## config.mk

```make
export PLATFORM = sky130hd
export DESIGN_NAME = frame_streamer
export DESIGN_NICKNAME = d
export VERILOG_FILES = /design/src/udp_gen_pkg.sv /design/src/frame_streamer.sv
export SDC_FILE = /design/constraint.sdc
export NUM_CORES = 1
export LEC_CHECK = 0
export BUFFER_PORTS_ARGS = -buffer_cell sky130_fd_sc_hd__buf_4
export CAP_MARGIN = 20
export CORE_AREA = 2 2 88 90
export CTS_CLUSTER_DIAMETER = 100
export DETAILED_ROUTE_END_ITERATION = 6
export DIE_AREA = 0 0 90 92
export GPL_TIMING_DRIVEN = 0
export PLACE_DENSITY_LB_ADDON = 0.1
export SYNTH_ARGS = -nofsm -noshare
export SYNTH_HDL_FRONTEND = slang
export SYNTH_SLANG_ARGS = --single-unit
```

## constraint.sdc

```tcl
create_clock -name m00_axis_aclk -period 4.3 [get_ports m00_axis_aclk]
set_clock_uncertainty 0.2 [all_clocks]
set_input_delay 1.29 -clock m00_axis_aclk [delete_from_list [all_inputs] [get_ports m00_axis_aclk]]
set_output_delay 1.29 -clock m00_axis_aclk [all_outputs]
set_load 0.05 [all_outputs]
```

## src/udp_gen_pkg.sv

```systemverilog
package udp_gen_pkg;

    // Bus and frame geometry
    localparam int DATA_W         = 64;
    localparam int KEEP_W         = DATA_W / 8;
    localparam int REG_W          = 32;
    localparam int ADDR_W         = 5;
    localparam int BEAT_W         = 5;
    localparam int HDR_BYTES      = 42;           // Ethernet + IPv4 + UDP
    localparam int PAYLOAD_SHORTS = 64;
    localparam int FRAME_BYTES    = HDR_BYTES + 2 * PAYLOAD_SHORTS;

    localparam logic [BEAT_W-1:0] LAST_BEAT     = 5'd21;
    localparam logic [KEEP_W-1:0] LAST_KEEP     = 8'h03;   // 170 = 21*8 + 2
    localparam logic [REG_W-1:0]  DEFAULT_DELAY = 32'd10_000_000;

    // Fixed header fields
    localparam logic [47:0] SRC_MAC       = 48'h00_1A_2B_3C_4D_5E;
    localparam logic [15:0] ETH_TYPE_IPV4 = 16'h0800;
    localparam logic [7:0]  IP_VER_IHL    = 8'h45;        // IPv4, five words
    localparam logic [7:0]  IP_TOS        = 8'h00;
    localparam logic [15:0] IP_TOTAL_LEN  = 16'd156;
    localparam logic [15:0] IP_IDENT      = 16'h0001;
    localparam logic [15:0] IP_FLAGS_FRAG = 16'h4000;     // Don't fragment
    localparam logic [7:0]  IP_TTL        = 8'hFF;
    localparam logic [7:0]  IP_PROTO_UDP  = 8'h11;
    localparam logic [15:0] UDP_SRC_PORT  = 16'd60133;
    localparam logic [15:0] UDP_DST_PORT  = 16'd60133;
    localparam logic [15:0] UDP_LEN       = 16'd136;
    localparam logic [15:0] UDP_CSUM      = 16'h0000;     // Not computed for UDP

    // Register map
    localparam logic [ADDR_W-1:0] REG_SENT   = 5'h00;
    localparam logic [ADDR_W-1:0] REG_TIMER  = 5'h04;
    localparam logic [ADDR_W-1:0] REG_DELAY  = 5'h08;
    localparam logic [ADDR_W-1:0] REG_MAC_LO = 5'h0C;
    localparam logic [ADDR_W-1:0] REG_MAC_HI = 5'h10;
    localparam logic [ADDR_W-1:0] REG_SRC_IP = 5'h14;
    localparam logic [ADDR_W-1:0] REG_DST_IP = 5'h18;

    typedef enum logic {
        ST_IDLE,
        ST_SEND
    } stream_state_e;

    // MAC byte 0 (first on the wire) sits in dst_mac[47:40]
    typedef struct packed {
        logic [47:0] dst_mac;
        logic [31:0] src_ip;    // First octet in [31:24]
        logic [31:0] dst_ip;
    } frame_cfg_t;

    typedef struct packed {
        logic [DATA_W-1:0] data;
        logic [KEEP_W-1:0] keep;
    } beat_bytes_t;

    localparam frame_cfg_t DEFAULT_CFG = '{
        dst_mac: 48'hFF_FF_FF_FF_FF_FF,   // Broadcast
        src_ip:  32'hC0_A8_04_63,         // 192.168.4.99
        dst_ip:  32'hC0_A8_04_01          // 192.168.4.1
    };

endpackage

```

## src/frame_streamer.sv

```systemverilog
`timescale 1ns/1ps

module frame_streamer (
    input  logic                           m00_axis_aclk,
    input  logic                           m00_axis_aresetn,
    input  logic                           frame_start,
    input  udp_gen_pkg::beat_bytes_t       hdr,
    input  udp_gen_pkg::beat_bytes_t       pay,
    output logic [udp_gen_pkg::BEAT_W-1:0] beat_idx,
    output logic                           frame_busy,
    output logic                           frame_done,
    output logic                           m00_axis_tvalid,
    output logic [udp_gen_pkg::DATA_W-1:0] m00_axis_tdata,
    output logic [udp_gen_pkg::KEEP_W-1:0] m00_axis_tkeep,
    output logic                           m00_axis_tlast,
    input  logic                           m00_axis_tready
);
    import udp_gen_pkg::*;

    stream_state_e state;
    logic          beat_accept;
    logic          last_beat;

    assign beat_accept = (state == ST_SEND) && m00_axis_tready;
    assign last_beat   = (beat_idx == LAST_BEAT);

    always_ff @(posedge m00_axis_aclk or negedge m00_axis_aresetn) begin
        if (!m00_axis_aresetn) begin
            state      <= ST_IDLE;
            beat_idx   <= '0;
            frame_done <= 1'b0;
        end else begin
            frame_done <= beat_accept && last_beat;
            case (state)
                ST_IDLE: begin
                    beat_idx <= '0;
                    if (frame_start)
                        state <= ST_SEND;
                end
                ST_SEND: begin
                    if (beat_accept) begin
                        if (last_beat) begin
                            state    <= ST_IDLE;
                            beat_idx <= '0;
                        end else begin
                            beat_idx <= beat_idx + 1'b1;
                        end
                    end
                end
                default: state <= ST_IDLE;
            endcase
        end
    end

    assign frame_busy      = (state == ST_SEND);
    assign m00_axis_tvalid = (state == ST_SEND);
    assign m00_axis_tlast  = m00_axis_tvalid && last_beat;
    assign m00_axis_tkeep  = hdr.keep | pay.keep;

    // Header lanes win where the two sources meet in beat 5
    always_comb begin
        m00_axis_tdata = '0;
        for (int lane = 0; lane < KEEP_W; lane++) begin
            if (hdr.keep[lane])
                m00_axis_tdata[lane*8 +: 8] = hdr.data[lane*8 +: 8];
            else if (pay.keep[lane])
                m00_axis_tdata[lane*8 +: 8] = pay.data[lane*8 +: 8];
        end
    end

endmodule

```

==> run_results.csv, run 1 <==
group,metric,value,unit
outcome,outcome,"completed",
critical_path,r2r-end,"beat_idx[3]",
min_path,hold_path_depth,2,
critical_path,signal_arrival_time_at_the_worst_endpoint,2.17,ns
route,routed-via-count,2067,
clock_tree,cts_bufs_inserted,3,
route,drt_pre_antenna_iters,4,
clock_tree,clock_latency,0.23,ns
placed_design,post-dp-hpwl,6613,um
critical_path,critical-path-top-cell-by-count,"sky130_fd_sc_hd__buf_4",
synthesis,synth_cell_type_count,25,
critical_path,slowest_cell_on_the_critical_path,"sky130_fd_sc_hd__clkbuf_1",
critical_path,setup.reg_to_reg.worst_slack,2.65,ns
cells_and_area,final.fill_count,789,
grt,grt_util_all_layers,17.17,%
grt,grt_pass1_vias,2136,
cells_and_area,nets,532,
grt,grt_overflow_total,0,
floorplan,die_w,90,um
critical_path,reg2reg_from,"beat_idx[0]",
synthesis,mapped_cell_area,0.001130,mm^2
min_path,worst_hold_startpoint,"beat_idx[4]",
run,drv.max_cap_violation_count,0,
critical_path,timing.critical_path.slowest_cell_delay,0.28,ns
clock_tree,cts-htree-levels,1,
sta,finalHoldViolCount,0,
placed_design,numPortBuffers,227,
cells_and_area,antenna_cells_inserted,0,
clock_tree,cts_root_buf,"sky130_fd_sc_hd__clkbuf_8",
floorplan,num_rows,32,
route,drt-vias-per-instance,4.280,
power_and_ir_drop,vdd_drop_max,0.0001479,V
route,drcViolationCount,0,
floorplan,initial_utilization,15.17,%
clock_tree,numClockSinks,7,
power_and_ir_drop,power_per_cell_area,298.5,mW/mm^2
critical_path,timing.critical_path.from_type,"input pin",
power_and_ir_drop,p_leak,1.599,nW
synthesis,ys_warn_count,0,
grt,grt_pass1_wl,11390,um
cells_and_area,layout.cells.most_common,"sky130_fd_sc_hd__buf_4",
clock_tree,clock_tree.buffer_depth,2,
clock_tree,post_cts_buffers,0,
grt,grt_start_max_net_pins,11,
critical_path,endpoint_kind,"primary output",
min_path,hp-class,"register to register",
sta,timing.hold.ws,0.3749,ns
sta,period_share,85.14,%
route,finalWirelength,7462,um
critical_path,crit_chain,"buf_4 > nor2b_1 > clkbuf_1 > a22o_1 > buf_4",
synthesis,synth-seq-cells,7,
sta,clock.fmax,0.2731,GHz
grt,number_of_antenna_violations_at_the_first_check_in_global_routing,0,
sta,rsz_0062_raised_after_global_routing,"false",
sta,setup_viol,0,
critical_path,critical_path_required,2.81,ns
clock_tree,clk_pin_slew,0.04,ns
synthesis,syn_inst,150,
route,route.antenna.remaining_nets,0,
cells_and_area,layout.cells.most_common_list,"sky130_fd_sc_hd__buf_4 (228), sky130_fd_sc_hd__a22o_1 (55), sky130_fd_sc_hd__nand2_1 (20)",
floorplan,die_area,0.008280,mm^2
synthesis,synth_largest_area_cell,"sky130_fd_sc_hd__a22o_1",
floorplan,io_pins,229,
floorplan,placeableCoreArea,0.007447,mm^2
sta,tns,0,ns
synthesis,yosysTopAreaCellShare,42.64,%
clock_tree,post_cts_hold_buffer_count,0,
cells_and_area,relative_area_change_from_synthesis_to_final_layout,166.1,%
cells_and_area,drive_above_1_share,64.04,%
sta,timing.max_slew.rel_slack,72.72,%
clock_tree,cts_resized,0,
critical_path,setup.worst_path.class,"input pin to primary output",
synthesis,postSynthNetCount,300,
sta,tightest_slew,0.4084,ns
synthesis,synth_top_cells_by_area,"sky130_fd_sc_hd__a22o_1 (43%), sky130_fd_sc_hd__dfrtp_1 (16%), sky130_fd_sc_hd__nand2_1 (6.6%)",
synthesis,synth.yosys.seq_area_share,15.50,%
route,initialDrtViolationCount,46,
synthesis,post_synthesis_average_cell_area,7.532,um^2
critical_path,timing.reg2reg.worst_path_depth,4,
floorplan,floorplan.die.height,92,um
sta,final_period_minus_worst_setup_slack,3.661,ns
clock_tree,tritoncts,"yes",
route,post_drt_wl_per_cell,15.45,um
min_path,min_to,"beat_idx[4]",
sta,timing.final.max_slew_violations,0,
placed_design,gpl.final_weighted_congestion,0.7969,
critical_path,critPathMaxFanout,7,
## worst max-delay path: cells and delay by family
| family | cells | cell delay, ns |
|---|---|---|
| buffers and inverters | 3 | 0.59 |
| AO/OA/AOI/OAI | 1 | 0.19 |
| AND/OR/NAND/NOR | 1 | 0.09 |
## cell families after synthesis
family	Yosys count	synth area share [%]
buffers and inverters	19	6.755
and+or+nand+nor	50	23.70
AOI/OAI and AO/OA	71	50.83
adders and majority gates	2	2.214
DFF	7	15.50
muxes	1	0.9966
## registers in the layout, indices dropped and copies added, names as in the netlist
register	cells
beat_idx	5
frame_busy	1
frame_done	1
## worst max path at each step
stage            from            endpoint  slack [ns]  cells past startpoint
2_1_floorplan  hdr[0]   m00_axis_tdata[5]        0.22                      2
3_3_place_gp   hdr[2]  m00_axis_tdata[17]        0.64                      5
3_5_place_dp   hdr[2]  m00_axis_tdata[18]        0.65                      5
4_1_cts        hdr[2]  m00_axis_tdata[18]        0.65                      5
5_1_grt        pay[5]  m00_axis_tdata[40]        0.55                      5
6_report       hdr[6]  m00_axis_tdata[52]        0.64                      5
## Yosys cell counts
cell	count
sky130_fd_sc_hd__or3_1	1
sky130_fd_sc_hd__buf_4	1
sky130_fd_sc_hd__inv_1	1
sky130_fd_sc_hd__and4b_4	1
sky130_fd_sc_hd__o21ai_0	10
sky130_fd_sc_hd__buf_2	1
sky130_fd_sc_hd__nor2b_1	9
sky130_fd_sc_hd__a22o_1	55
sky130_fd_sc_hd__o211ai_1	2
sky130_fd_sc_hd__nand2_1	20
sky130_fd_sc_hd__a21oi_1	1
sky130_fd_sc_hd__a21boi_1	1
sky130_fd_sc_hd__clkbuf_1	16
sky130_fd_sc_hd__nand4_1	1
sky130_fd_sc_hd__dfrtp_1	7
sky130_fd_sc_hd__nor3b_1	2
sky130_fd_sc_hd__nor2_1	3
sky130_fd_sc_hd__and2_2	1
sky130_fd_sc_hd__and3b_1	1
sky130_fd_sc_hd__and3_2	1
sky130_fd_sc_hd__mux2_2	1
sky130_fd_sc_hd__or2_2	8
sky130_fd_sc_hd__ha_1	2
sky130_fd_sc_hd__nand3_1	2
sky130_fd_sc_hd__o21a_1	2
## where the power goes
group          switching, mW  internal [mW]  total [mW]
registers             0.0348         0.0925       0.127
logic                  0.407          0.269       0.676
clock network         0.0298         0.0642      0.0940
total                  0.472          0.425       0.897
## layer usage
metal,vias up,share of wire (%),global-route usage (%)
li1,1035,-,-
met1,901,32,16.92
met2,121,54,33.15
met3,10,12,7.724
met4,0,1.1,3.333
met5,-,0,0
## cell type report
class	instances	area (um^2)	share of cell area, %
plain buffers	18	72.57	2.414
clock buffers	4	45.04	1.498
inverters	1	3.754	0.1248
multi-input cells	124	878.3	29.21
flip-flops and latches	7	175.2	5.826
well taps	102	127.6	4.245
repair buffers	227	1704	56.68
## stage by stage
stage / utilization [%] / power (mW) / instances / setup slack, ns / instance area, um^2
3_5_place_dp: 39.77 / 0.8066 / 479 / 0.6526 / 2962
6_report: 40.37 / 0.8974 / 483 / 0.6389 / 3007
3_3_place_gp: 39.77 / 0.8026 / 479 / 0.6429 / 2962
4_1_cts: 40.37 / 0.9044 / 483 / 0.6524 / 3007
2_1_floorplan: - / 0.5434 / 150 / 0.2223 / 1130
5_1_grt: 40.37 / 0.9505 / 483 / 0.5492 / 3007
(Power assumes the default switching activity.)
==> inputs of run 2 (changes only) <==
BUFFER_PORTS_ARGS = -buffer_cell sky130_fd_sc_hd__buf_2   (was -buffer_cell sky130_fd_sc_hd__buf_4)
==> run_results.csv, run 2 (synthesis gave the netlist of run 1 again) <==
group,metric,value,unit
outcome,outcome,"completed",
route,route.antenna.remaining_nets,0,
route,drt-vias-per-instance,4.261,
clock_tree,cts_root_buf,"sky130_fd_sc_hd__clkbuf_8",
sta,timing.hold.ws,0.3727,ns
cells_and_area,relative_area_change_from_synthesis_to_final_layout,115.8,%
power_and_ir_drop,swShare,57.65,%
power_and_ir_drop,power_per_cell_area,332.2,mW/mm^2
grt,grt_pass1_vias,1996,
cells_and_area,layout.cells.most_common,"sky130_fd_sc_hd__buf_2",
sta,timing.max_slew.rel_slack,73.32,%
critical_path,category_of_cells_accounting_for_the_largest_share_of_critical_path_delay,"buffers and inverters",
sta,timing.final.max_slew_violations,0,
sta,rsz_0062_raised_after_global_routing,"false",
route,post_drt_wl_per_cell,14.34,um
critical_path,endpoint_kind,"primary output",
placed_design,gpl.final_weighted_congestion,0.7896,
critical_path,signal_arrival_time_at_the_worst_endpoint,2.26,ns
grt,grt_pass1_wl,10330,um
critical_path,critPathMaxFanout,7,
critical_path,timing.critical_path.from_type,"input pin",
clock_tree,cts-htree-levels,1,
run,drv.max_cap_violation_count,0,
floorplan,floorplan.die.height,92,um
power_and_ir_drop,pwr-share-comb,72.6,%
critical_path,critical_path_required,2.81,ns
grt,grt_overflow_total,0,
floorplan,die_w,90,um
route,drcViolationCount,0,
clock_tree,clock_tree.buffer_depth,2,
clock_tree,cts_resized,0,
sta,setup_viol,0,
sta,period_share,87.14,%
cells_and_area,layout.cells.most_common_list,"sky130_fd_sc_hd__buf_2 (228), sky130_fd_sc_hd__a22o_1 (55), sky130_fd_sc_hd__nand2_1 (20)",
sta,clock.fmax,0.2669,GHz
route,finalWirelength,6927,um
power_and_ir_drop,switchingPower,0.4670,mW
route,initialDrtViolationCount,39,
critical_path,setup.worst_path.class,"input pin to primary output",
sta,tns,0,ns
cells_and_area,top_reg_by_flops,"beat_idx",
grt,grt_start_max_net_pins,11,
critical_path,total_buffers_and_inverters_traversed_by_the_critical_path,3,
power_and_ir_drop,seq_power_share,15.5,%
power_and_ir_drop,pwr-share-clk,11.9,%
floorplan,die_area,0.008280,mm^2
cells_and_area,drive_above_1_share,64.04,%
min_path,hp-class,"register to register",
critical_path,timing.critical_path.slowest_cell_delay,0.29,ns
clock_tree,cts_bufs_inserted,3,
sta,final_period_minus_worst_setup_slack,3.747,ns
critical_path,crit_chain,"buf_2 > nor2b_1 > clkbuf_1 > a22o_1 > buf_2",
cells_and_area,antenna_cells_inserted,0,
route,drt_pre_antenna_iters,4,
placed_design,post-dp-hpwl,6065,um
floorplan,num_rows,32,
floorplan,initial_utilization,15.17,%
critical_path,reg2reg_from,"beat_idx[1]",
sta,finalHoldViolCount,0,
power_and_ir_drop,internal_power,0.3430,mW
placed_design,numPortBuffers,227,
clock_tree,tritoncts,"yes",
grt,number_of_antenna_violations_at_the_first_check_in_global_routing,0,
floorplan,io_pins,229,
cells_and_area,flip_flop_count_of_the_largest_register_after_layout,5,
clock_tree,clk_pin_slew,0.05,ns
critical_path,crit_start,"pay[2]",
clock_tree,post_cts_buffers,0,
min_path,worst_hold_startpoint,"beat_idx[4]",
critical_path,slowest_cell_on_the_critical_path,"sky130_fd_sc_hd__clkbuf_1",
power_and_ir_drop,p_leak,1.419,nW
clock_tree,clock_latency,0.23,ns
route,routed-via-count,2058,
clock_tree,post_cts_hold_buffer_count,0,
power_and_ir_drop,vdd_drop_max,0.0001272,V
grt,grt_util_all_layers,15.58,%
critical_path,critical-path-top-cell-by-count,"sky130_fd_sc_hd__buf_2",
sta,tightest_slew,0.3994,ns
clock_tree,numClockSinks,7,
cells_and_area,nets,532,
floorplan,placeableCoreArea,0.007447,mm^2
[run 2: cell types whose count changed in the layout (fill, tap and decap cells not counted)]
cell | previous run | this run
sky130_fd_sc_hd__buf_4 | 228 | 1
sky130_fd_sc_hd__buf_2 | 1 | 228
[run 2: final cells by class]
type	instances	area, um^2
inverters	1	3.754
flip-flops and latches	7	175.2
repair buffers	227	1136
fillers	862	5009
plain buffers	18	72.57
multi-input cells	124	878.3
well taps	102	127.6
clock buffers	4	45.04
[run 2: stage by stage]
stage	total power [mW]	utilization, %	setup WS, ns	instances	instance area, um^2
finish	0.8100	32.75	0.5532	483	2439
global route	0.8640	32.75	0.4623	483	2439
CTS	0.8171	32.75	0.5812	483	2439
detailed placement	0.7177	32.14	0.5884	479	2394
global placement	0.7156	32.14	0.5918	479	2394
floorplan	0.5434	-	0.2223	150	1130
[run 2: worst paths after layout]
check	cells after the start	end	slack, ns
worst max-delay path	5	m00_axis_tdata[16]	0.55
worst min-delay path	2	beat_idx[4]	0.37
worst max register to register	5	beat_idx[3]	2.69
worst min register to register	2	beat_idx[4]	0.37
max in group asynchronous	1	beat_idx[0]	3.04
min in group asynchronous	1	beat_idx[2]	0.69
[run 2: tightest hold or removal path, stage by stage, from the launching register on]
cell and delay [ns]:
sky130_fd_sc_hd__dfrtp_1 0.39, sky130_fd_sc_hd__nand3_1 0.08, sky130_fd_sc_hd__o21ai_0 0.07
[run 2: per-layer routing]
metal	wire [um]	track usage (%)	vias up	share of wire (%)
met2	3658	29.45	130	53
met4	133	4.615	0	1.9
li1	-	-	1036	-
met3	804	5.998	13	12
met1	2331	15.83	879	34
met5	0	0	-	0
[run 2: power by group through the flow]
stage	sequential, mW	combinational (mW)	clock [mW]
floorplan	0.211	0.333	0
detailed placement	0.127	0.591	0
CTS	0.126	0.593	0.0985
finish	0.126	0.588	0.0960
global route	0.132	0.627	0.105
global placement	0.126	0.589	0
