`config.mk`:
```
export PLATFORM = sky130hd
export DESIGN_NAME = udp_csr
export DESIGN_NICKNAME = d
export VERILOG_FILES = /design/src/udp_gen_pkg.sv /design/src/udp_csr.sv
export SDC_FILE = /design/constraint.sdc
export NUM_CORES = 1
export LEC_CHECK = 0
export BUFFER_PORTS_ARGS = -buffer_cell sky130_fd_sc_hd__buf_2
export CORE_MARGIN = 4
export CORE_UTILIZATION = 51
export DETAILED_ROUTE_END_ITERATION = 16
export PLACE_DENSITY_LB_ADDON = 0.05
export SYNTH_ARGS = -nofsm -noshare
export SYNTH_HDL_FRONTEND = slang
export SYNTH_SLANG_ARGS = --single-unit
```
`constraint.sdc`:
```
create_clock -name m00_axis_aclk -period 1.93 [get_ports m00_axis_aclk]
set_input_delay 0.2895 -clock m00_axis_aclk [delete_from_list [all_inputs] [get_ports m00_axis_aclk]]
set_output_delay 0.2895 -clock m00_axis_aclk [all_outputs]
set_load 0.02 [all_outputs]
```
`src/udp_gen_pkg.sv`:
```
package udp_gen_pkg;

    // Bus and frame geometry
    localparam int DATA_W         = 64;
    localparam int KEEP_W         = DATA_W / 8;
    localparam int REG_W          = 32;
    localparam int ADDR_W         = 5;
    localparam int BEAT_W         = 5;
    localparam int HDR_BYTES      = 42;           // Ethernet + IPv4 + UDP
    localparam int PAYLOAD_SHORTS = 64;
    localparam int FRAME_BYTES    = HDR_BYTES + 2 * PAYLOAD_SHORTS;

    localparam logic [BEAT_W-1:0] LAST_BEAT     = 5'd21;
    localparam logic [KEEP_W-1:0] LAST_KEEP     = 8'h03;   // 170 = 21*8 + 2
    localparam logic [REG_W-1:0]  DEFAULT_DELAY = 32'd10_000_000;

    // Fixed header fields
    localparam logic [47:0] SRC_MAC       = 48'h00_1A_2B_3C_4D_5E;
    localparam logic [15:0] ETH_TYPE_IPV4 = 16'h0800;
    localparam logic [7:0]  IP_VER_IHL    = 8'h45;        // IPv4, five words
    localparam logic [7:0]  IP_TOS        = 8'h00;
    localparam logic [15:0] IP_TOTAL_LEN  = 16'd156;
    localparam logic [15:0] IP_IDENT      = 16'h0001;
    localparam logic [15:0] IP_FLAGS_FRAG = 16'h4000;     // Don't fragment
    localparam logic [7:0]  IP_TTL        = 8'hFF;
    localparam logic [7:0]  IP_PROTO_UDP  = 8'h11;
    localparam logic [15:0] UDP_SRC_PORT  = 16'd60133;
    localparam logic [15:0] UDP_DST_PORT  = 16'd60133;
    localparam logic [15:0] UDP_LEN       = 16'd136;
    localparam logic [15:0] UDP_CSUM      = 16'h0000;     // Not computed for UDP

    // Register map
    localparam logic [ADDR_W-1:0] REG_SENT   = 5'h00;
    localparam logic [ADDR_W-1:0] REG_TIMER  = 5'h04;
    localparam logic [ADDR_W-1:0] REG_DELAY  = 5'h08;
    localparam logic [ADDR_W-1:0] REG_MAC_LO = 5'h0C;
    localparam logic [ADDR_W-1:0] REG_MAC_HI = 5'h10;
    localparam logic [ADDR_W-1:0] REG_SRC_IP = 5'h14;
    localparam logic [ADDR_W-1:0] REG_DST_IP = 5'h18;

    typedef enum logic {
        ST_IDLE,
        ST_SEND
    } stream_state_e;

    // MAC byte 0 (first on the wire) sits in dst_mac[47:40]
    typedef struct packed {
        logic [47:0] dst_mac;
        logic [31:0] src_ip;    // First octet in [31:24]
        logic [31:0] dst_ip;
    } frame_cfg_t;

    typedef struct packed {
        logic [DATA_W-1:0] data;
        logic [KEEP_W-1:0] keep;
    } beat_bytes_t;

    localparam frame_cfg_t DEFAULT_CFG = '{
        dst_mac: 48'hFF_FF_FF_FF_FF_FF,   // Broadcast
        src_ip:  32'hC0_A8_04_63,         // 192.168.4.99
        dst_ip:  32'hC0_A8_04_01          // 192.168.4.1
    };

endpackage

```
`src/udp_csr.sv`:
```
`timescale 1ns/1ps

module udp_csr #(
    parameter logic [udp_gen_pkg::REG_W-1:0] reset_delay = udp_gen_pkg::DEFAULT_DELAY
) (
    input  logic                             m00_axis_aclk,
    input  logic                             m00_axis_aresetn,
    input  logic [udp_gen_pkg::ADDR_W-1:0]   s_axi_awaddr,
    input  logic                             s_axi_awvalid,
    output logic                             s_axi_awready,
    input  logic [udp_gen_pkg::REG_W-1:0]    s_axi_wdata,
    input  logic                             s_axi_wvalid,
    output logic                             s_axi_wready,
    output logic [1:0]                       s_axi_bresp,
    output logic                             s_axi_bvalid,
    input  logic                             s_axi_bready,
    input  logic [udp_gen_pkg::ADDR_W-1:0]   s_axi_araddr,
    input  logic                             s_axi_arvalid,
    output logic                             s_axi_arready,
    output logic [udp_gen_pkg::REG_W-1:0]    s_axi_rdata,
    output logic [1:0]                       s_axi_rresp,
    output logic                             s_axi_rvalid,
    input  logic                             s_axi_rready,
    input  logic                             frame_busy,
    input  logic                             frame_done,
    output udp_gen_pkg::frame_cfg_t          cfg,
    output logic                             frame_start
);
    import udp_gen_pkg::*;

    logic [REG_W-1:0] delay_q;
    logic [REG_W-1:0] timer_q;
    logic [REG_W-1:0] sent_q;
    logic [REG_W-1:0] mac_stage_q;   // MAC bytes 2..5, byte 2 in [7:0]
    logic [REG_W-1:0] rd_mux;
    logic             wr_fire;
    logic             rd_fire;
    logic             timer_hit;

    assign s_axi_bresp = 2'b00;
    assign s_axi_rresp = 2'b00;

    assign wr_fire   = s_axi_awready && s_axi_awvalid && s_axi_wvalid;
    assign rd_fire   = s_axi_arready && s_axi_arvalid;
    assign timer_hit = (delay_q != '0) && (timer_q == delay_q);

    // Expiry during a frame is dropped
    assign frame_start = timer_hit && !frame_busy;

    always_ff @(posedge m00_axis_aclk or negedge m00_axis_aresetn) begin
        if (!m00_axis_aresetn) begin
            s_axi_awready <= 1'b0;
            s_axi_wready  <= 1'b0;
            s_axi_bvalid  <= 1'b0;
        end else begin
            s_axi_awready <= 1'b0;
            s_axi_wready  <= 1'b0;
            if (s_axi_awvalid && s_axi_wvalid && !s_axi_bvalid
                    && !s_axi_awready && !s_axi_wready) begin
                s_axi_awready <= 1'b1;
                s_axi_wready  <= 1'b1;
            end
            if (wr_fire)
                s_axi_bvalid <= 1'b1;
            else if (s_axi_bready)
                s_axi_bvalid <= 1'b0;
        end
    end

    always_ff @(posedge m00_axis_aclk or negedge m00_axis_aresetn) begin
        if (!m00_axis_aresetn) begin
            delay_q     <= reset_delay;
            mac_stage_q <= '0;
            cfg         <= DEFAULT_CFG;
        end else if (wr_fire) begin
            case (s_axi_awaddr)
                REG_DELAY:  delay_q <= s_axi_wdata;
                REG_MAC_LO: mac_stage_q <= s_axi_wdata;   // Held until the high word
                REG_MAC_HI: cfg.dst_mac <= {s_axi_wdata[7:0], s_axi_wdata[15:8],
                                            mac_stage_q[7:0], mac_stage_q[15:8],
                                            mac_stage_q[23:16], mac_stage_q[31:24]};
                REG_SRC_IP: cfg.src_ip <= s_axi_wdata;
                REG_DST_IP: cfg.dst_ip <= s_axi_wdata;
                default: begin
                end
            endcase
        end
    end

    // A new delay restarts the interval so a shorter value takes effect at once
    always_ff @(posedge m00_axis_aclk or negedge m00_axis_aresetn) begin
        if (!m00_axis_aresetn) begin
            timer_q <= '0;
            sent_q  <= '0;
        end else begin
            if (timer_hit || (wr_fire && s_axi_awaddr == REG_DELAY))
                timer_q <= '0;
            else
                timer_q <= timer_q + 1'b1;
            if (frame_done)
                sent_q <= sent_q + 1'b1;
        end
    end

    always_comb begin
        case (s_axi_araddr)
            REG_SENT:   rd_mux = sent_q;
            REG_TIMER:  rd_mux = timer_q;
            REG_DELAY:  rd_mux = delay_q;
            REG_MAC_LO: rd_mux = {cfg.dst_mac[7:0], cfg.dst_mac[15:8],
                                  cfg.dst_mac[23:16], cfg.dst_mac[31:24]};
            REG_MAC_HI: rd_mux = {16'h0000, cfg.dst_mac[39:32], cfg.dst_mac[47:40]};
            REG_SRC_IP: rd_mux = cfg.src_ip;
            REG_DST_IP: rd_mux = cfg.dst_ip;
            default:    rd_mux = '0;
        endcase
    end

    always_ff @(posedge m00_axis_aclk or negedge m00_axis_aresetn) begin
        if (!m00_axis_aresetn) begin
            s_axi_arready <= 1'b0;
            s_axi_rvalid  <= 1'b0;
        end else begin
            s_axi_arready <= s_axi_arvalid && !s_axi_arready && !s_axi_rvalid;
            if (rd_fire)
                s_axi_rvalid <= 1'b1;
            else if (s_axi_rready)
                s_axi_rvalid <= 1'b0;
        end
    end

    always_ff @(posedge m00_axis_aclk) begin
        if (rd_fire)
            s_axi_rdata <= rd_mux;
    end

endmodule

```
==> impl_metrics.sql, run 1 <==
INSERT INTO impl_metrics (metric_group, metric, value, unit) VALUES
('global_route', 'wire_length_of_the_first_global_routing_pass', '59400', 'µm'),
('layout', 'layout-drive-gt1-share', '53.6', '%'),
('timing', 'maxClockFrequency', '398', 'MHz'),
('power', 'internal-power', '10.7', 'mW'),
('routing', 'drtIter0Drc', '834', ''),
('global_route', 'grt_start_max_net_pins', '65', ''),
('hold_path', 'holdPathStages', '2', ''),
('synth', 'ys_async_sr_fraction', '88.4', '%'),
('timing', 'unrepaired_setup_endpoints_after_global_routing', 'true', ''),
('timing', 'holdWs', '0.0178', 'ns'),
('power', 'p_leak', '7.97', 'nW'),
('power', 'total_power', '14.5', 'mW'),
('synth', 'yosysTopAreaCell', 'dfrtp_1', ''),
('layout', 'nFillCells', '1810', ''),
('layout', 'multiInputGateArea', '5360', 'µm²'),
('routing', 'drt_pre_antenna_iters', '5', ''),
('setup_path', 'depth_of_the_worst_register_to_register_path', '10', ''),
('timing', 'fin_worst_skew', '0.0107', 'ns'),
('routing', 'wl_per_cell', '23.7', 'µm'),
('power', 'switching_share', '26.2', '%'),
('floorplanning', 'floorplan.die.height', '164', 'µm'),
('floorplanning', 'rows', '56', ''),
('routing', 'route.antenna.remaining_nets', '0', ''),
('routing', 'routed_wl', '39100', 'µm'),
('placement', 'place.detailed.hpwl', '27600', 'µm'),
('synth', 'synth_sequential_area_ratio', '57.4', '%'),
('clock_tree', 'clock_root_buffer', 'clkbuf_16', ''),
('timing', 'finalSetupViolations', '33', ''),
('setup_path', 'startpoint_type_of_the_worst_setup_path', 'register', ''),
('timing', 'final_period_minus_worst_setup_slack', '2.51', 'ns'),
('run_status', 'failing_checks', 'negative setup slack', ''),
('floorplanning', 'die-width', '164', 'µm'),
('setup_path', 'capturing_point_of_the_worst_reg2reg_path', 'timer_q[6]$_DFF_PN0_', ''),
('clock_tree', 'cts-buffers-inserted', '29', ''),
('layout', 'insertedDiodeCount', '0', ''),
('synth', 'synth_top_area_share', '34.3', '%'),
('setup_path', 'critPathRequiredTime', '1.64', 'ns'),
('power', 'power.share.sequential', '45.0', '%'),
('layout', 'final_cell_area', '16300', 'µm²'),
('power', 'p_switching', '3.80', 'mW'),
('run_status', 'outcome', 'finished, violations left', ''),
('placement', 'placedInstanceArea', '14800', 'µm²'),
('clock_tree', 'clock_latency', '0.56', 'ns'),
('synth', 'synth_area', '12500', 'µm²'),
('timing', 'post-route-period-util', '130', '%'),
('synth', 'synth_flop_cell', 'dfrtp_1', ''),
('synth', 'synth_cells', '983', ''),
('clock_tree', 'clk_pin_slew_worst_paths', '0.06', 'ns'),
('synth', 'synth_area_leaders', 'dfrtp_1 34%, mux2_2 16%, dfstp_2 15%', ''),
('global_route', 'globalRoute.totalOverflow', '0', ''),
('setup_path', 'worstPathMaxFanout', '2', ''),
('hold_path', 'hold_path_class', 'input port to register', ''),
('power', 'comb_power_share', '15.1', '%'),
('clock_tree', 'cts_tree', 'done', ''),
('clock_tree', 'max_buffers_root_to_sink', '3', ''),
('synth', 'synth_edf_count', '32', ''),
('floorplanning', 'floorplan.die_area', '27000', 'µm²'),
('floorplanning', 'top_level_pins', '205', ''),
('clock_tree', 'h-tree-depth', '1', ''),
('layout', 'num-nets-final', '1360', ''),
('placement', 'place_inst', '1575', ''),
('synth', 'yosys.cell_types.count', '45', ''),
('layout', 'post_layout_nonfiller_instances', '1649', ''),
('timing', 'tightestPinTransition', '0.597', 'ns'),
('power', 'clock_power_share', '40.0', '%'),
('hold_path', 'hold_path.startpoint', 's_axi_wdata[18]', ''),
('routing', 'dr_total_vias', '9568', ''),
('hold_path', 'timing.hold.worst_endpoint', 'cfg[50]$_DFFE_PN0P_', ''),
('layout', 'synth_to_layout_area_growth', '30.9', '%'),
('timing', 'final_critical_path_setup_slack', '-0.581', 'ns'),
('layout', 'mostFrequentLayoutCells', '198 x buf_2, 182 x mux2_2, 166 x dfrtp_1', '');
==> synthesized netlist by cell type, types with 3 or more instances <==
cell / n
o21ai_0: 14
xor2_1: 61
a22o_1: 4
nor2_1: 53
nor3_1: 6
buf_1: 4
a22oi_1: 80
edfxtp_1: 32
xnor2_1: 31
dfstp_2: 73
and4_1: 4
buf_4: 5
mux2_2: 182
clkbuf_1: 37
nand2_1: 57
and3_1: 12
nand3_1: 48
nand4_1: 24
mux2i_1: 11
nor4_1: 18
and2_1: 3
dfrtp_1: 171
inv_1: 7
or4_1: 3
buf_2: 14
or3_1: 3
nor2_2: 3
==> layer usage <==
layer / GRT usage, % / up-vias / wire [µm]
li1: - / 4205 / -
met1: 42.8 / 4894 / 17000
met2: 43.4 / 406 / 17800
met3: 7.39 / 59 / 3540
met4: 6.20 / 4 / 712
met5: 0 / - / 26
==> worst max-delay path, cell delays in order (launching register included) <==
cell	delay (ns)
dfstp_2	0.57
xor2_1	0.07
nor4_1	0.32
nand4_1	0.16
buf_6	0.15
nor4_4	0.20
buf_4	0.18
==> layout make-up <==
type	count	share of cell area, %
Timing Repair Buffer	350	14.6
Multi-Input combinational cell	643	32.8
Tap cell	319	2.44
Inverter	7	0.161
Sequential cell	276	43.9
Clock buffer	44	5.28
Clock inverter	10	0.851
==> power groups by stage <==
stage	registers, mW	clock network [mW]	logic, mW
2_1_floorplan	6.67	0	0.778
3_3_place_gp	6.59	0	1.84
3_5_place_dp	6.60	0	1.87
4_1_cts	6.51	5.87	2.01
5_1_grt	6.56	6.15	2.35
6_report	6.53	5.80	2.19
==> worst max path at each step <==
| stage | slack [ns] | end | cells past startpoint | start |
|---|---|---|---|---|
| detailed placement | -0.07 | frame_start | 6 | delay_q[20]$_DFFE_PN1P_ |
| floorplan | 0.01 | delay_q[11]$_DFFE_PN0P_ | 5 | s_axi_wready$_DFF_PN0_ |
| global placement | -0.05 | frame_start | 8 | delay_q[28]$_DFFE_PN0P_ |
| CTS | -0.59 | frame_start | 7 | timer_q[1]$_DFF_PN0_ |
| finish | -0.58 | frame_start | 6 | delay_q[15]$_DFFE_PN1P_ |
| global route | -0.62 | frame_start | 6 | delay_q[15]$_DFFE_PN1P_ |
==> kinds of logic after synthesis <==
kind of cell | share of synthesized area [%]
compound gates | 5.86
xor+xnor | 6.46
fa+ha+maj | 0.201
buf+inv | 2.31
flops | 57.4
mux | 17.3
other cells | 0.0301
simple gates | 10.4
==> through the flow <==
stage          util, %  TNS (ns)  setup WS (ns)
2_1_floorplan        -         0         0.0135
5_1_grt           68.7    -10.45         -0.619
6_report          68.7    -10.43         -0.581
4_1_cts           68.0    -10.70         -0.591
3_5_place_dp      62.3    -0.310        -0.0693
3_3_place_gp      62.3   -0.0686        -0.0521
==> registers in the layout (all words and copies together) (netlist names) <==
| register | cells |
|---|---|
| s_axi_rdata | 32 |
| delay_q | 32 |
| sent_q | 32 |
| s_axi_wready | 1 |
| mac_stage_q | 32 |
| s_axi_rvalid | 1 |
| timer_q | 32 |
| s_axi_bvalid | 1 |
| cfg | 112 |
| s_axi_arready | 1 |
==> repair_timing <==
item	CTS	global route
gates cloned	3	0
endpoints found under the hold margin	44	0
pin swaps	8	30
buffers inserted	11	5
hold buffers	6	0
gates resized for setup	31	61
endpoints found under the setup margin	36	38
(Power assumes the default switching activity.)
==> run 2, diff against run 1 <==
CORE_MARGIN = 2   (was 4)
==> run 2 against run 1 <==
The flow still finishes with violations (negative setup slack). Critical endpoint unchanged. Largest power group unchanged. Routed wire length is 3.9% lower. First-iteration DRC count decreased by 18%. Final cell count up 0.85%. Critical path depth unchanged. Critical path type unchanged. Clock skew decreased by 0.0014 ns. Worst setup slack better by 0.0059 ns. Clock power is 2% higher. Register-to-register slack improved by 0.07 ns. Worst hold slack about the same.
==> impl_metrics.sql, run 2 (synthesized netlist as in run 1, its figures left out) <==
INSERT INTO impl_metrics (metric_group, metric, value, unit) VALUES
('placement', 'place.detailed.hpwl', '26500', 'µm'),
('clock_tree', 'cts_tree', 'done', ''),
('routing', 'routed_wl', '37500', 'µm'),
('layout', 'num-nets-final', '1366', ''),
('setup_path', 'worstPathMaxFanout', '2', ''),
('power', 'switching_share', '26.4', '%'),
('layout', 'nFillCells', '1840', ''),
('routing', 'drt_pre_antenna_iters', '5', ''),
('timing', 'fin_worst_skew', '0.00933', 'ns'),
('setup_path', 'critPathRequiredTime', '1.64', 'ns'),
('timing', 'post-route-period-util', '130', '%'),
('power', 'power.share.sequential', '44.6', '%'),
('run_status', 'failing_checks', 'negative setup slack', ''),
('floorplanning', 'rows', '57', ''),
('clock_tree', 'cts.sink_count', '276', ''),
('placement', 'gp_congestion', '0.875', ''),
('setup_path', 'cell_chain_of_the_critical_path', 'xor2_1, nor4_2, nand4_1, buf_6, nor4_4, buf_4', ''),
('placement', 'place.port_buffers', '200', ''),
('global_route', 'grt_start_max_net_pins', '63', ''),
('routing', 'drc_errors', '0', ''),
('clock_tree', 'clock_root_buffer', 'clkbuf_16', ''),
('placement', 'placedInstanceArea', '14900', 'µm²'),
('timing', 'timing.setup.tns', '-8.22', 'ns'),
('routing', 'wl_per_cell', '22.6', 'µm'),
('setup_path', 'worstPathArrival', '2.22', 'ns'),
('clock_tree', 'cts-buffers-inserted', '31', ''),
('global_route', 'wire_length_of_the_first_global_routing_pass', '57800', 'µm'),
('timing', 'finalSetupViolations', '33', ''),
('setup_path', 'slowest_delay', '0.40', 'ns'),
('setup_path', 'critical_path_buf_inv_count', '2', ''),
('timing', 'relSlewSlack', '59.6', '%'),
('global_route', 'grt_antenna_before_repair', '1', ''),
('power', 'ir_drop', '686', 'µV'),
('clock_tree', 'h-tree-depth', '1', ''),
('timing', 'number_of_endpoints_with_negative_hold_slack_in_the_final_report', '0', ''),
('setup_path', 'setup.reg_to_reg.worst_slack', '-0.26', 'ns'),
('floorplanning', 'top_level_pins', '205', ''),
('hold_path', 'hold_path_class', 'input port to register', ''),
('power', 'clock_power_share', '40.8', '%'),
('clock_tree', 'clk_pin_slew_worst_paths', '0.06', 'ns'),
('power', 'p_leak', '8.01', 'nW'),
('power', 'comb_power_share', '14.6', '%'),
('floorplanning', 'die-width', '160', 'µm'),
('layout', 'synth_to_layout_area_growth', '31.8', '%'),
('setup_path', 'startpoint_type_of_the_worst_setup_path', 'register', ''),
('layout', 'layout-drive-gt1-share', '53.1', '%'),
('timing', 'unrepaired_setup_endpoints_after_global_routing', 'true', ''),
('routing', 'route.antenna.remaining_nets', '0', ''),
('setup_path', 'critical_path.top_delay_family', 'simple AND/OR/NAND/NOR gates', ''),
('flow_run', 'max_cap_violations', '0', ''),
('routing', 'via_per_inst', '5.71', ''),
('run_status', 'outcome', 'finished, violations left', ''),
('timing', 'maxClockFrequency', '399', 'MHz'),
('clock_tree', 'max_buffers_root_to_sink', '3', ''),
('routing', 'drtIter0Drc', '681', ''),
('timing', 'final_critical_path_setup_slack', '-0.575', 'ns'),
('placement', 'placement.setup.worst_slack', '-0.147', 'ns'),
('layout', 'final_cell_area', '16400', 'µm²'),
('setup_path', 'crit_type', 'register to primary output', ''),
('routing', 'dr_total_vias', '9499', ''),
('global_route', 'grt_pass1_vias', '9679', ''),
('floorplanning', 'initial_utilization', '51.6', '%'),
('layout', 'mostFrequentLayoutCells', '198 x buf_2, 182 x mux2_2, 167 x dfrtp_1', ''),
('global_route', 'globalRoute.totalOverflow', '0', ''),
('layout', 'largest_reg_flops', '112', ''),
('floorplanning', 'floorplan.die.height', '160', 'µm'),
('setup_path', 'setup_crit_end_kind', 'primary output', ''),
('clock_tree', 'clock_latency', '0.57', 'ns'),
('global_route', 'groute.usage.overall', '29.2', '%'),
('timing', 'tightestPinTransition', '0.607', 'ns'),
('floorplanning', 'core', '24200', 'µm²'),
('power', 'internal-power', '10.7', 'mW'),
('timing', 'final_period_minus_worst_setup_slack', '2.51', 'ns'),
('setup_path', 'critical_path.slowest_cell', 'dfrtp_1', ''),
('layout', 'final_common_cell', 'buf_2', ''),
('timing', 'report.final.slew_viol_count', '0', ''),
('power', 'p_switching', '3.84', 'mW'),
('floorplanning', 'floorplan.die_area', '25700', 'µm²'),
('power', 'power_density_over_the_cells', '886', 'nW/µm²'),
('layout', 'max_flop_register', 'cfg', '');
[run 2: stage by stage]
step           cells  utilization (%)  total power, mW  hold slack (ns)
6_report        1663             68.0             14.6           0.0173
5_1_grt         1662             68.0             15.1          0.00594
4_1_cts         1663             67.6             14.6          0.00242
3_5_place_dp    1582             61.6             8.50            0.294
3_3_place_gp    1582             61.6             8.46            0.297
2_1_floorplan    986                -             7.45         -0.00609
[run 2: worst paths after layout]
| check | cells past startpoint | to | from |
|---|---|---|---|
| min in group asynchronous | 2 | s_axi_arready$_DFF_PN0_ | m00_axis_aresetn |
| max in group asynchronous | 3 | delay_q[23]$_DFFE_PN1P_ | m00_axis_aresetn |
| worst min register to register | 1 | s_axi_arready$_DFF_PN0_ | s_axi_arready$_DFF_PN0_ |
| worst max-delay path | 6 | frame_start | delay_q[17]$_DFFE_PN0P_ |
| worst max register to register | 9 | timer_q[26]$_DFF_PN0_ | delay_q[27]$_DFFE_PN0P_ |
| worst min-delay path | 2 | mac_stage_q[21]$_DFFE_PN0P_ | s_axi_wdata[21] |
[run 2: cell type report]
type / instances / area, µm² / share of cell area, %
sequential: 276 / 7160 / 43.6
multi-input combinational: 643 / 5320 / 32.4
timing repair buffer: 354 / 2490 / 15.2
clock buffer: 44 / 865 / 5.26
tap: 324 / 405 / 2.47
clock inverter: 14 / 163 / 0.989
inverter: 7 / 26.3 / 0.160
antenna: 1 / 2.50 / 0.0152
[run 2: metal layers]
layer  GRT usage (%)  vias up  share of wire, %
met5               0        -                 0
met4            7.29        0               2.2
met3            7.08       62               8.1
met2            43.2      343                44
met1            43.6     4874                45
li1                -     4220                 -
[run 2: worst reg2reg max path: stages (launching register included)]
cell	delay (ns)
dfrtp_1	0.38
xor2_1	0.18
nor4_2	0.32
buf_4	0.16
nand4_1	0.18
buf_4	0.22
o31ai_4	0.26
buf_6	0.18
buf_12	0.16
nor2_2	0.04
[run 2: timing repair]
item / CTS / global route
cloned: 3 / 0
pin swaps: 30 / 10
gates resized for setup: 43 / 33
hold endpoints to repair: 61 / 0
buffers inserted: 10 / 1
setup endpoints to repair: 36 / 42
hold buffers: 10 / 0
[run 2: power groups by stage]
stage | clock (mW) | combinational, mW | sequential, mW
CTS | 6.00 | 2.05 | 6.50
finish | 5.94 | 2.13 | 6.50
global route | 6.27 | 2.29 | 6.54
global placement | 0 | 1.88 | 6.59
detailed placement | 0 | 1.91 | 6.59
floorplan | 0 | 0.778 | 6.67
